$ cat config.mk
export PLATFORM = sky130hd
export DESIGN_NAME = spi_slave_top
export DESIGN_NICKNAME = d
export VERILOG_FILES = /design/src/source/spi_proto_pkg.sv /design/src/source/spi_regmap_pkg.sv /design/src/source/spi_reg_if.sv /design/src/source/spi_tx_if.sv /design/src/source/spi_slave_top.sv /design/src/source/spi_slave_regs.sv /design/src/source/spi_slave_controller.sv /design/src/source/spi_slave_tx.sv /design/src/source/spi_slave_rx.sv
export SDC_FILE = /design/constraint.sdc
export NUM_CORES = 1
export LEC_CHECK = 0
export BUFFER_PORTS_ARGS = -buffer_cell sky130_fd_sc_hd__buf_2
export CORE_ASPECT_RATIO = 0.8
export CORE_MARGIN = 8
export CORE_UTILIZATION = 29
export DETAILED_ROUTE_END_ITERATION = 16
export PLACE_DENSITY_LB_ADDON = 0.3
export SYNTH_ARGS = -nofsm -noshare
export SYNTH_HDL_FRONTEND = slang
export SYNTH_SLANG_ARGS = --single-unit
export TNS_END_PERCENT = 30
$ cat constraint.sdc
create_clock -name sclk_test -period 5.2 [get_ports sclk_test]
set_input_delay 0.78 -clock sclk_test [delete_from_list [all_inputs] [get_ports sclk_test]]
set_output_delay 0.78 -clock sclk_test [all_outputs]
set_load 0.005 [all_outputs]
$ cat src/source/spi_proto_pkg.sv
`default_nettype none

// shared definitions for the spi wire protocol itself
// everything that describes how bits are framed on mosi and miso lives here
package spi_proto_pkg;

  // every data word on the wire is this wide, sent msb first
  localparam int unsigned word_bits = 32;

  // the command byte that opens each frame
  localparam int unsigned cmd_bits = 8;

  // bit 7 of the command byte selects a write when set and a read when clear
  localparam int unsigned cmd_write_bit = 7;

  // the start register address sits in the lowest command bits
  localparam int unsigned cmd_addr_lsb = 0;

  // one data word as it is shifted in or out
  typedef logic [word_bits-1:0] word_t;

  // the command byte as received
  typedef logic [cmd_bits-1:0] cmd_t;

  // position counter inside a word, wide enough to count up to word_bits - 1
  typedef logic [$clog2(word_bits)-1:0] bit_count_t;

endpackage

`default_nettype wire
$ cat src/source/spi_regmap_pkg.sv
`default_nettype none

// register map of the slave target
// seven read/write words followed by one read-only identification word
package spi_regmap_pkg;

  // number of addressable words, the address wraps modulo this count
  localparam int unsigned num_regs = 8;

  // register address as carried by the command byte
  typedef logic [$clog2(num_regs)-1:0] reg_addr_t;

  // the identification word sits at the last address
  localparam reg_addr_t id_addr = 3'd7;

  // value returned by the identification word unless the top level overrides it
  localparam spi_proto_pkg::word_t id_value_default = 32'h5350_4901;

endpackage

`default_nettype wire

$ cat src/source/spi_reg_if.sv
`timescale 1ns/1ps
`default_nettype none

// link between the frame controller and the register file
interface spi_reg_if;

  // current register address, used for both writes and reads
  spi_regmap_pkg::reg_addr_t addr;

  // write data and its one-cycle strobe, committed on the same edge
  spi_proto_pkg::word_t      wdata;
  logic                      we;

  // read data, returned combinationally from addr
  spi_proto_pkg::word_t      rdata;

  modport controller (
    output addr,
    output wdata,
    output we,
    input  rdata
  );

  modport register (
    input  addr,
    input  wdata,
    input  we,
    output rdata
  );

endinterface

`default_nettype wire

$ cat src/source/spi_tx_if.sv
`timescale 1ns/1ps
`default_nettype none

// link between the frame controller and the transmit shifter
interface spi_tx_if;

  // one-cycle strobe that opens a read stream
  logic                 start;

  // next word to shift out, taken when data_valid is high
  spi_proto_pkg::word_t data;
  logic                 data_valid;

  // high while the last bit of the current word is on miso
  // the controller answers it with data_valid in the same cycle so words stream gap free
  logic                 done;

  modport controller (
    output start,
    output data,
    output data_valid,
    input  done
  );

  modport transmitter (
    input  start,
    input  data,
    input  data_valid,
    output done
  );

endinterface

`default_nettype wire

$ cat src/source/spi_slave_top.sv
`timescale 1ns/1ps
`default_nettype none

// spi slave register target
// receiver and transmitter face the pins, the controller sits between them and the registers
module spi_slave_top #(
  parameter spi_proto_pkg::word_t id_value = spi_regmap_pkg::id_value_default
) (
  input  logic sclk_test,
  input  logic cs,
  input  logic mosi,
  output logic miso
);

  // receiver output toward the controller
  spi_proto_pkg::word_t rx_data;
  logic                 rx_ready;

  spi_tx_if  tx_bus ();
  spi_reg_if reg_bus ();

  spi_slave_rx u_rx (
    .sclk_test (sclk_test),
    .cs        (cs),
    .mosi      (mosi),
    .rx_data   (rx_data),
    .rx_ready  (rx_ready)
  );

  spi_slave_tx u_tx (
    .sclk_test (sclk_test),
    .cs        (cs),
    .miso      (miso),
    .tx        (tx_bus.transmitter)
  );

  spi_slave_controller u_controller (
    .sclk_test (sclk_test),
    .cs        (cs),
    .rx_data   (rx_data),
    .rx_ready  (rx_ready),
    .tx        (tx_bus.controller),
    .regs      (reg_bus.controller)
  );

  // the identification value is fixed per instance
  spi_slave_regs #(
    .id_value (id_value)
  ) u_regs (
    .sclk_test (sclk_test),
    .regs      (reg_bus.register)
  );

endmodule

`default_nettype wire

$ cat src/source/spi_slave_regs.sv
`timescale 1ns/1ps
`default_nettype none

// eight word register file
// the last address is the read-only identification word
module spi_slave_regs #(
  parameter spi_proto_pkg::word_t id_value = spi_regmap_pkg::id_value_default
) (
  input  logic        sclk_test,
  spi_reg_if.register regs
);

  // contents persist across frames, cs only frames transactions
  spi_proto_pkg::word_t mem [spi_regmap_pkg::num_regs];

  // writes to the identification address are dropped
  always_ff @(posedge sclk_test) begin
    if (regs.we && (regs.addr != spi_regmap_pkg::id_addr)) begin
      mem[regs.addr] <= regs.wdata;
    end
  end

  // zero latency read, the transmitter takes it in the same cycle
  assign regs.rdata = (regs.addr == spi_regmap_pkg::id_addr) ? id_value : mem[regs.addr];

  // the controller must never hand over a write with an undriven address
  a_we_addr_known : assert property (
    @(posedge sclk_test)
    regs.we |-> !$isunknown(regs.addr)
  );

endmodule

`default_nettype wire

$ cat src/source/spi_slave_controller.sv
`timescale 1ns/1ps
`default_nettype none

// frame state machine
// decodes the command byte, then steers received words into the register file
// or feeds register contents to the transmitter
module spi_slave_controller (
  input  logic                 sclk_test,
  input  logic                 cs,
  input  spi_proto_pkg::word_t rx_data,
  input  logic                 rx_ready,
  spi_tx_if.controller         tx,
  spi_reg_if.controller        regs
);

  typedef enum logic [1:0] {
    cmd,
    write,
    read
  } ctrl_state_t;

  ctrl_state_t               state_q;
  ctrl_state_t               state_d;
  spi_regmap_pkg::reg_addr_t addr_q;
  spi_regmap_pkg::reg_addr_t addr_d;

  // set after the first read cycle, so start fires once per frame
  logic                      started_q;
  logic                      started_d;

  // the command byte sits in the low bits of the receiver output
  spi_proto_pkg::cmd_t       cmd_byte;

  assign cmd_byte = rx_data[spi_proto_pkg::cmd_bits-1:0];

  // the register file always sees the current address
  assign regs.addr  = addr_q;
  assign regs.wdata = rx_data;

  // read data goes straight to the transmitter, it is only taken with data_valid
  assign tx.data = regs.rdata;

  always_comb begin
    state_d       = state_q;
    addr_d        = addr_q;
    started_d     = started_q;
    tx.start      = 1'b0;
    tx.data_valid = 1'b0;
    regs.we       = 1'b0;

    case (state_q)
      cmd: begin
        // take the start address and direction from the completed command byte
        if (rx_ready) begin
          addr_d = cmd_byte[spi_proto_pkg::cmd_addr_lsb +: $bits(spi_regmap_pkg::reg_addr_t)];
          if (cmd_byte[spi_proto_pkg::cmd_write_bit]) begin
            state_d = write;
          end else begin
            state_d = read;
          end
        end
      end

      write: begin
        // each completed word goes to the current address, the address then wraps forward
        if (rx_ready) begin
          regs.we = 1'b1;
          addr_d  = addr_q + 1'b1;
        end
      end

      read: begin
        // first cycle opens the stream with word 0, after that each done pulls the next word
        tx.start  = !started_q;
        started_d = 1'b1;
        if (!started_q || tx.done) begin
          tx.data_valid = 1'b1;
          addr_d        = addr_q + 1'b1;
        end
      end

      default: begin
        state_d = cmd;
      end
    endcase
  end

  always_ff @(posedge sclk_test or posedge cs) begin
    if (cs) begin
      state_q   <= cmd;
      addr_q    <= '0;
      started_q <= 1'b0;
    end else begin
      state_q   <= state_d;
      addr_q    <= addr_d;
      started_q <= started_d;
    end
  end

  // start may only follow the edge where the receiver completed a command
  a_start_after_cmd : assert property (
    @(posedge sclk_test) disable iff (cs)
    tx.start |-> ($past(state_q) == cmd) && $past(rx_ready)
  );

endmodule

`default_nettype wire

$ cat src/source/spi_slave_tx.sv
`timescale 1ns/1ps
`default_nettype none

// transmit shifter for miso
// loads a word and shifts it out msb first, a load in the done cycle keeps the stream going
module spi_slave_tx (
  input  logic                  sclk_test,
  input  logic                  cs,
  output logic                  miso,
  spi_tx_if.transmitter         tx
);

  // every word is a full data word, so the bit target never changes
  localparam spi_proto_pkg::bit_count_t counter_trgt =
    spi_proto_pkg::bit_count_t'(spi_proto_pkg::word_bits - 1);

  spi_proto_pkg::word_t       data_int;
  spi_proto_pkg::word_t       data_int_next;
  spi_proto_pkg::bit_count_t  counter;
  spi_proto_pkg::bit_count_t  counter_next;
  logic                       running;
  logic                       running_next;

  // the top bit of the shifter is what the master sees
  assign miso = data_int[spi_proto_pkg::word_bits-1];

  // last bit of the current word is on miso in this cycle
  assign tx.done = running && (counter == counter_trgt);

  always_comb begin
    // start opens the stream, it only closes when a word ends without a reload
    if (tx.start) begin
      running_next = 1'b1;
    end else if (tx.done && !tx.data_valid) begin
      running_next = 1'b0;
    end else begin
      running_next = running;
    end

    // the counter sits at zero in the start cycle, so the first load lines up with bit 31
    if (running) begin
      if (tx.done) begin
        counter_next = '0;
      end else begin
        counter_next = counter + 1'b1;
      end
    end else begin
      counter_next = counter;
    end

    if (tx.data_valid) begin
      data_int_next = tx.data;
    end else if (running) begin
      // zero fill keeps miso low once a stream runs dry
      data_int_next = {data_int[spi_proto_pkg::word_bits-2:0], 1'b0};
    end else begin
      data_int_next = data_int;
    end
  end

  always_ff @(posedge sclk_test or posedge cs) begin
    if (cs) begin
      counter  <= '0;
      data_int <= '0;
      running  <= 1'b0;
    end else begin
      counter  <= counter_next;
      data_int <= data_int_next;
      running  <= running_next;
    end
  end

  // a load anywhere else would cut a word short on the wire
  a_load_aligned : assert property (
    @(posedge sclk_test) disable iff (cs)
    tx.data_valid |-> (tx.start || tx.done)
  );

endmodule

`default_nettype wire

$ cat src/source/spi_slave_rx.sv
`timescale 1ns/1ps
`default_nettype none

// receive shifter for mosi
// the first item after cs falls is the 8 bit command, every item after it is a 32 bit word
module spi_slave_rx (
  input  logic                 sclk_test,
  input  logic                 cs,
  input  logic                 mosi,
  output spi_proto_pkg::word_t rx_data,
  output logic                 rx_ready
);

  spi_proto_pkg::word_t       shift_q;
  spi_proto_pkg::bit_count_t  count_q;
  spi_proto_pkg::bit_count_t  target;

  // set once the command byte has been collected in this frame
  logic                       cmd_seen_q;

  // the command is short, all later items are full words
  assign target = cmd_seen_q ? spi_proto_pkg::bit_count_t'(spi_proto_pkg::word_bits - 1)
                             : spi_proto_pkg::bit_count_t'(spi_proto_pkg::cmd_bits - 1);

  // the item as it will look after this edge, so the consumer can take it right away
  // during the command phase the byte lands in the low 8 bits
  assign rx_data = {shift_q[spi_proto_pkg::word_bits-2:0], mosi};

  // high in the cycle whose closing edge samples the last bit of the item
  assign rx_ready = (count_q == target);

  always_ff @(posedge sclk_test or posedge cs) begin
    if (cs) begin
      shift_q    <= '0;
      count_q    <= '0;
      cmd_seen_q <= 1'b0;
    end else begin
      shift_q <= rx_data;
      if (rx_ready) begin
        // wrap and switch over to full words after the command
        count_q    <= '0;
        cmd_seen_q <= 1'b1;
      end else begin
        count_q <= count_q + 1'b1;
      end
    end
  end

  // every item is at least 8 bits long, so two strobes in a row mean the counter is broken
  a_rx_ready_single : assert property (
    @(posedge sclk_test) disable iff (cs)
    rx_ready |=> !rx_ready
  );

endmodule

`default_nettype wire

==> key figures <==
Clock network
  – CTS Buf Count: 35
  – # hold bufs at CTS: 0
  – CTS Root Cell: clkbuf_16
  – CTS tree: built
  – Reg clk slew, reported paths: 0.07 ns
  – Max Root-Sink Buffers: 3
  – Clock Sinks: 337
  – CTS H-tree lvls: 2
  – Worst-Skew Late Latency: 0.52 ns
  – Post_cts resized: 0
  – Setup bufs post-CTS: 0

Detailed routing
  – Vias per cell: 4.74
  – 1st-iter DRT viols: 487
  – Residual DRC: 0
  – Routed WL per cell: 20.6 um
  – Via Count: 6472
  – WL final: 28200 um
  – Drt first pass iters: 5
  – ANT nets after route: 0

Critical path
  – CP required: 5.40 ns
  – Max stage delay cell, worst path: nor2_4
  – End of the worst register-to-register path: u_regs.mem[5][25]
  – Reg2Reg Depth: 6
  – CP Capture Type: flop
  – Startpoint types: flop
  – CP peak stage delay: 0.89 ns
  – CP most frequent cell: ha_1
  – Top Family by Delay on Critical Path: simple AND/OR/NAND/NOR gates
  – RR Startpoint: u_controller.regs.addr[1]
  – Reg-to-reg slack, setup: 2.07 ns
  – Worst path arrival time: 3.33 ns
  – Setup CP Type: flop to flop
  – Critical Path Start: u_controller.regs.addr[1]
  – WP buf/inv: 2
  – Crit path max fanout: 24
  – Crit path cell chain: ha_1 > ha_1 > inv_1 > nand4_1 > nor2_4 > buf_4

Floorplanning
  – CORE AREA: 44300 um2
  – Starting Density: 29.3%
  – # rows: 69
  – Ports: 4
  – Die H: 205 um
  – Die width: 252 um
  – Die area: 51800 um2

Logic synthesis
  – Post-synth top cells: 256 x edfxtp_1, 81 x dfrtp_1, 72 x mux2i_1
  – Synth async-reset ratio: 24.0%
  – Area contributors post-synth: edfxtp_1 59%, dfrtp_1 16%, mux4_2 5.9%, mux2i_1 5.6%, mux2_2 1.1%
  – Syn Inst Count: 721
  – Seq/Total Area, Yosys: 74.9%
  – Cell with the most instances after synthesis: edfxtp_1
  – Netlist Area Pre-Place: 13000 um2
  – Post-synth EDFFs: 256
  – #FFs+latches synth: 337
  – Yosys cell types: 51
  – Synth Warn #: 0
  – Avg Inst Size Synth: 18.0 um2
  – Synth top area share: 59.3%
  – Leading area contributor after synthesis: edfxtp_1
  – Post-Syn Nets: 733
  – Top FF cell, synth: edfxtp_1

STA
  – Relative slew slack: 25.9%
  – FMAX: 319 MHz
  – Final period util: 60.3%
  – Tmin final: 3.13 ns
  – Fin. Hold Viols: 0
  – Setup-failing EPs final: 0
  – Worst slew pin tran: 1.11 ns
  – Final Max Slew Viols: 0
  – Skew final: 0.0200 ns
  – Setup TNS: 0 ns
  – RSZ-0062 raised after global routing: false

Global routing
  – Vias in the first global route: 6651
  – GRT Util Overall: 11.0%
  – Met3 Usage GRT: 2.38%
  – Largest net degree at the start of global routing: 58
  – Grt ovf: 0
  – Antenna violations before repair: 0
  – GR Layer Usage met2: 15.7%
  – GR Util met1: 16.6%
  – GR peak layer: met1
  – First-pass GRT wire length: 43300 um

Run status
  – Run status: complete, no violations

Flow run
  – Maxcap violations: 0

Placed design
  – DP HPWL: 16100 um
  – Placed cell count: 1304
  – GP Congestion: 0.745
  – IO Port Bufs: 3

Finish
  – Final antenna diode count: 0
  – Nets: 750
  – Area grow syn2layout: 14.7%
  – Non-filler cells, final: 1366
  – Share of post-route cells with drive strength above 1: 17.6%

Pwr
  – Total power: 7450 uW
  – Max VDD drop: 0.000211 V
  – Pwr per Cell Area: 501 nW/um2
  – Leak: 0.00521 uW

Min path
  – Hold Crit Class: input port to async pin
[metal layers]
| layer | up-vias | routed length (um) |
|---|---|---|
| met2 | 145 | 12100 |
| met4 | 0 | 540 |
| met1 | 3385 | 14100 |
| li1 | 2896 | - |
| met3 | 46 | 1420 |
| met5 | - | 0 |
[logic make-up after synthesis]
| family | after synthesis | synth area share, % |
|---|---|---|
| flip-flops | 337 | 74.9 |
| multiplexers | 119 | 12.6 |
| AO/OA/AOI/OAI | 110 | 6.06 |
| AND/OR/NAND/NOR | 91 | 3.35 |
| buffers and inverters | 52 | 2.02 |
| adder cells (fa/ha/maj) | 9 | 0.868 |
| XOR/XNOR | 3 | 0.203 |
[area by class of cell]
class	count	area, um2
inverters	12	47.5
repair buffers	20	155
clock buffers	46	970
fillers	4222	29400
flip-flops and latches	337	9720
well taps	603	754
multi-input cells	332	3050
clock inverters	16	175
[worst max-delay path by stage]
stage / to / slack [ns] / cells after the start
floorplan: u_regs.mem[4][0] / 1.25 / 5
global placement: u_regs.mem[6][17] / 2.06 / 6
detailed placement: u_regs.mem[6][17] / 2.04 / 6
CTS: u_regs.mem[6][17] / 2.02 / 6
global route: u_regs.mem[6][17] / 1.88 / 6
finish: u_regs.mem[5][25] / 2.07 / 6
[registers in the layout (all words and copies together) (netlist names)]
register and flops:
u_rx.shift_q 31, u_tx.running 1, u_rx.count_q 5, u_controller.state_q 2
u_controller.started_q 1, u_regs.mem 256, u_controller.regs.addr 3, u_tx.data_int 32
u_rx.cmd_seen_q 1, u_tx.counter 5
[through the flow]
| stage | setup slack (ns) | area (um2) | util (%) | hold WS (ns) |
|---|---|---|---|---|
| CTS | 2.02 | 14900 | 33.6 | 0.447 |
| finish | 2.07 | 14900 | 33.6 | 0.429 |
| floorplan | 1.25 | 13000 | - | 0.433 |
| global placement | 2.06 | 13700 | 31.0 | 0.450 |
| detailed placement | 2.04 | 13700 | 31.0 | 0.456 |
| global route | 1.88 | 14900 | 33.6 | 0.493 |
[power breakdown]
part | switching, uW | internal, uW | total [uW]
clock network | 1000 | 1510 | 2510
logic | 856 | 742 | 1600
registers | 307 | 3040 | 3340
total | 2160 | 5290 | 7450
[layout by cell type (no fill, tap or decap), types with 11 or more instances in the layout]
cell and count:
o21ai_0 14, mux4_2 34, dfrtp_1 78, o22ai_1 18, clkbuf_16 37, buf_4 16
a21oi_1 11, mux2_2 13, nand2_1 30, nand3_1 14, nor2_1 13, edfxtp_1 256
mux2i_1 72, inv_1 11
Note: power is estimated with default switching activity, not from simulation.
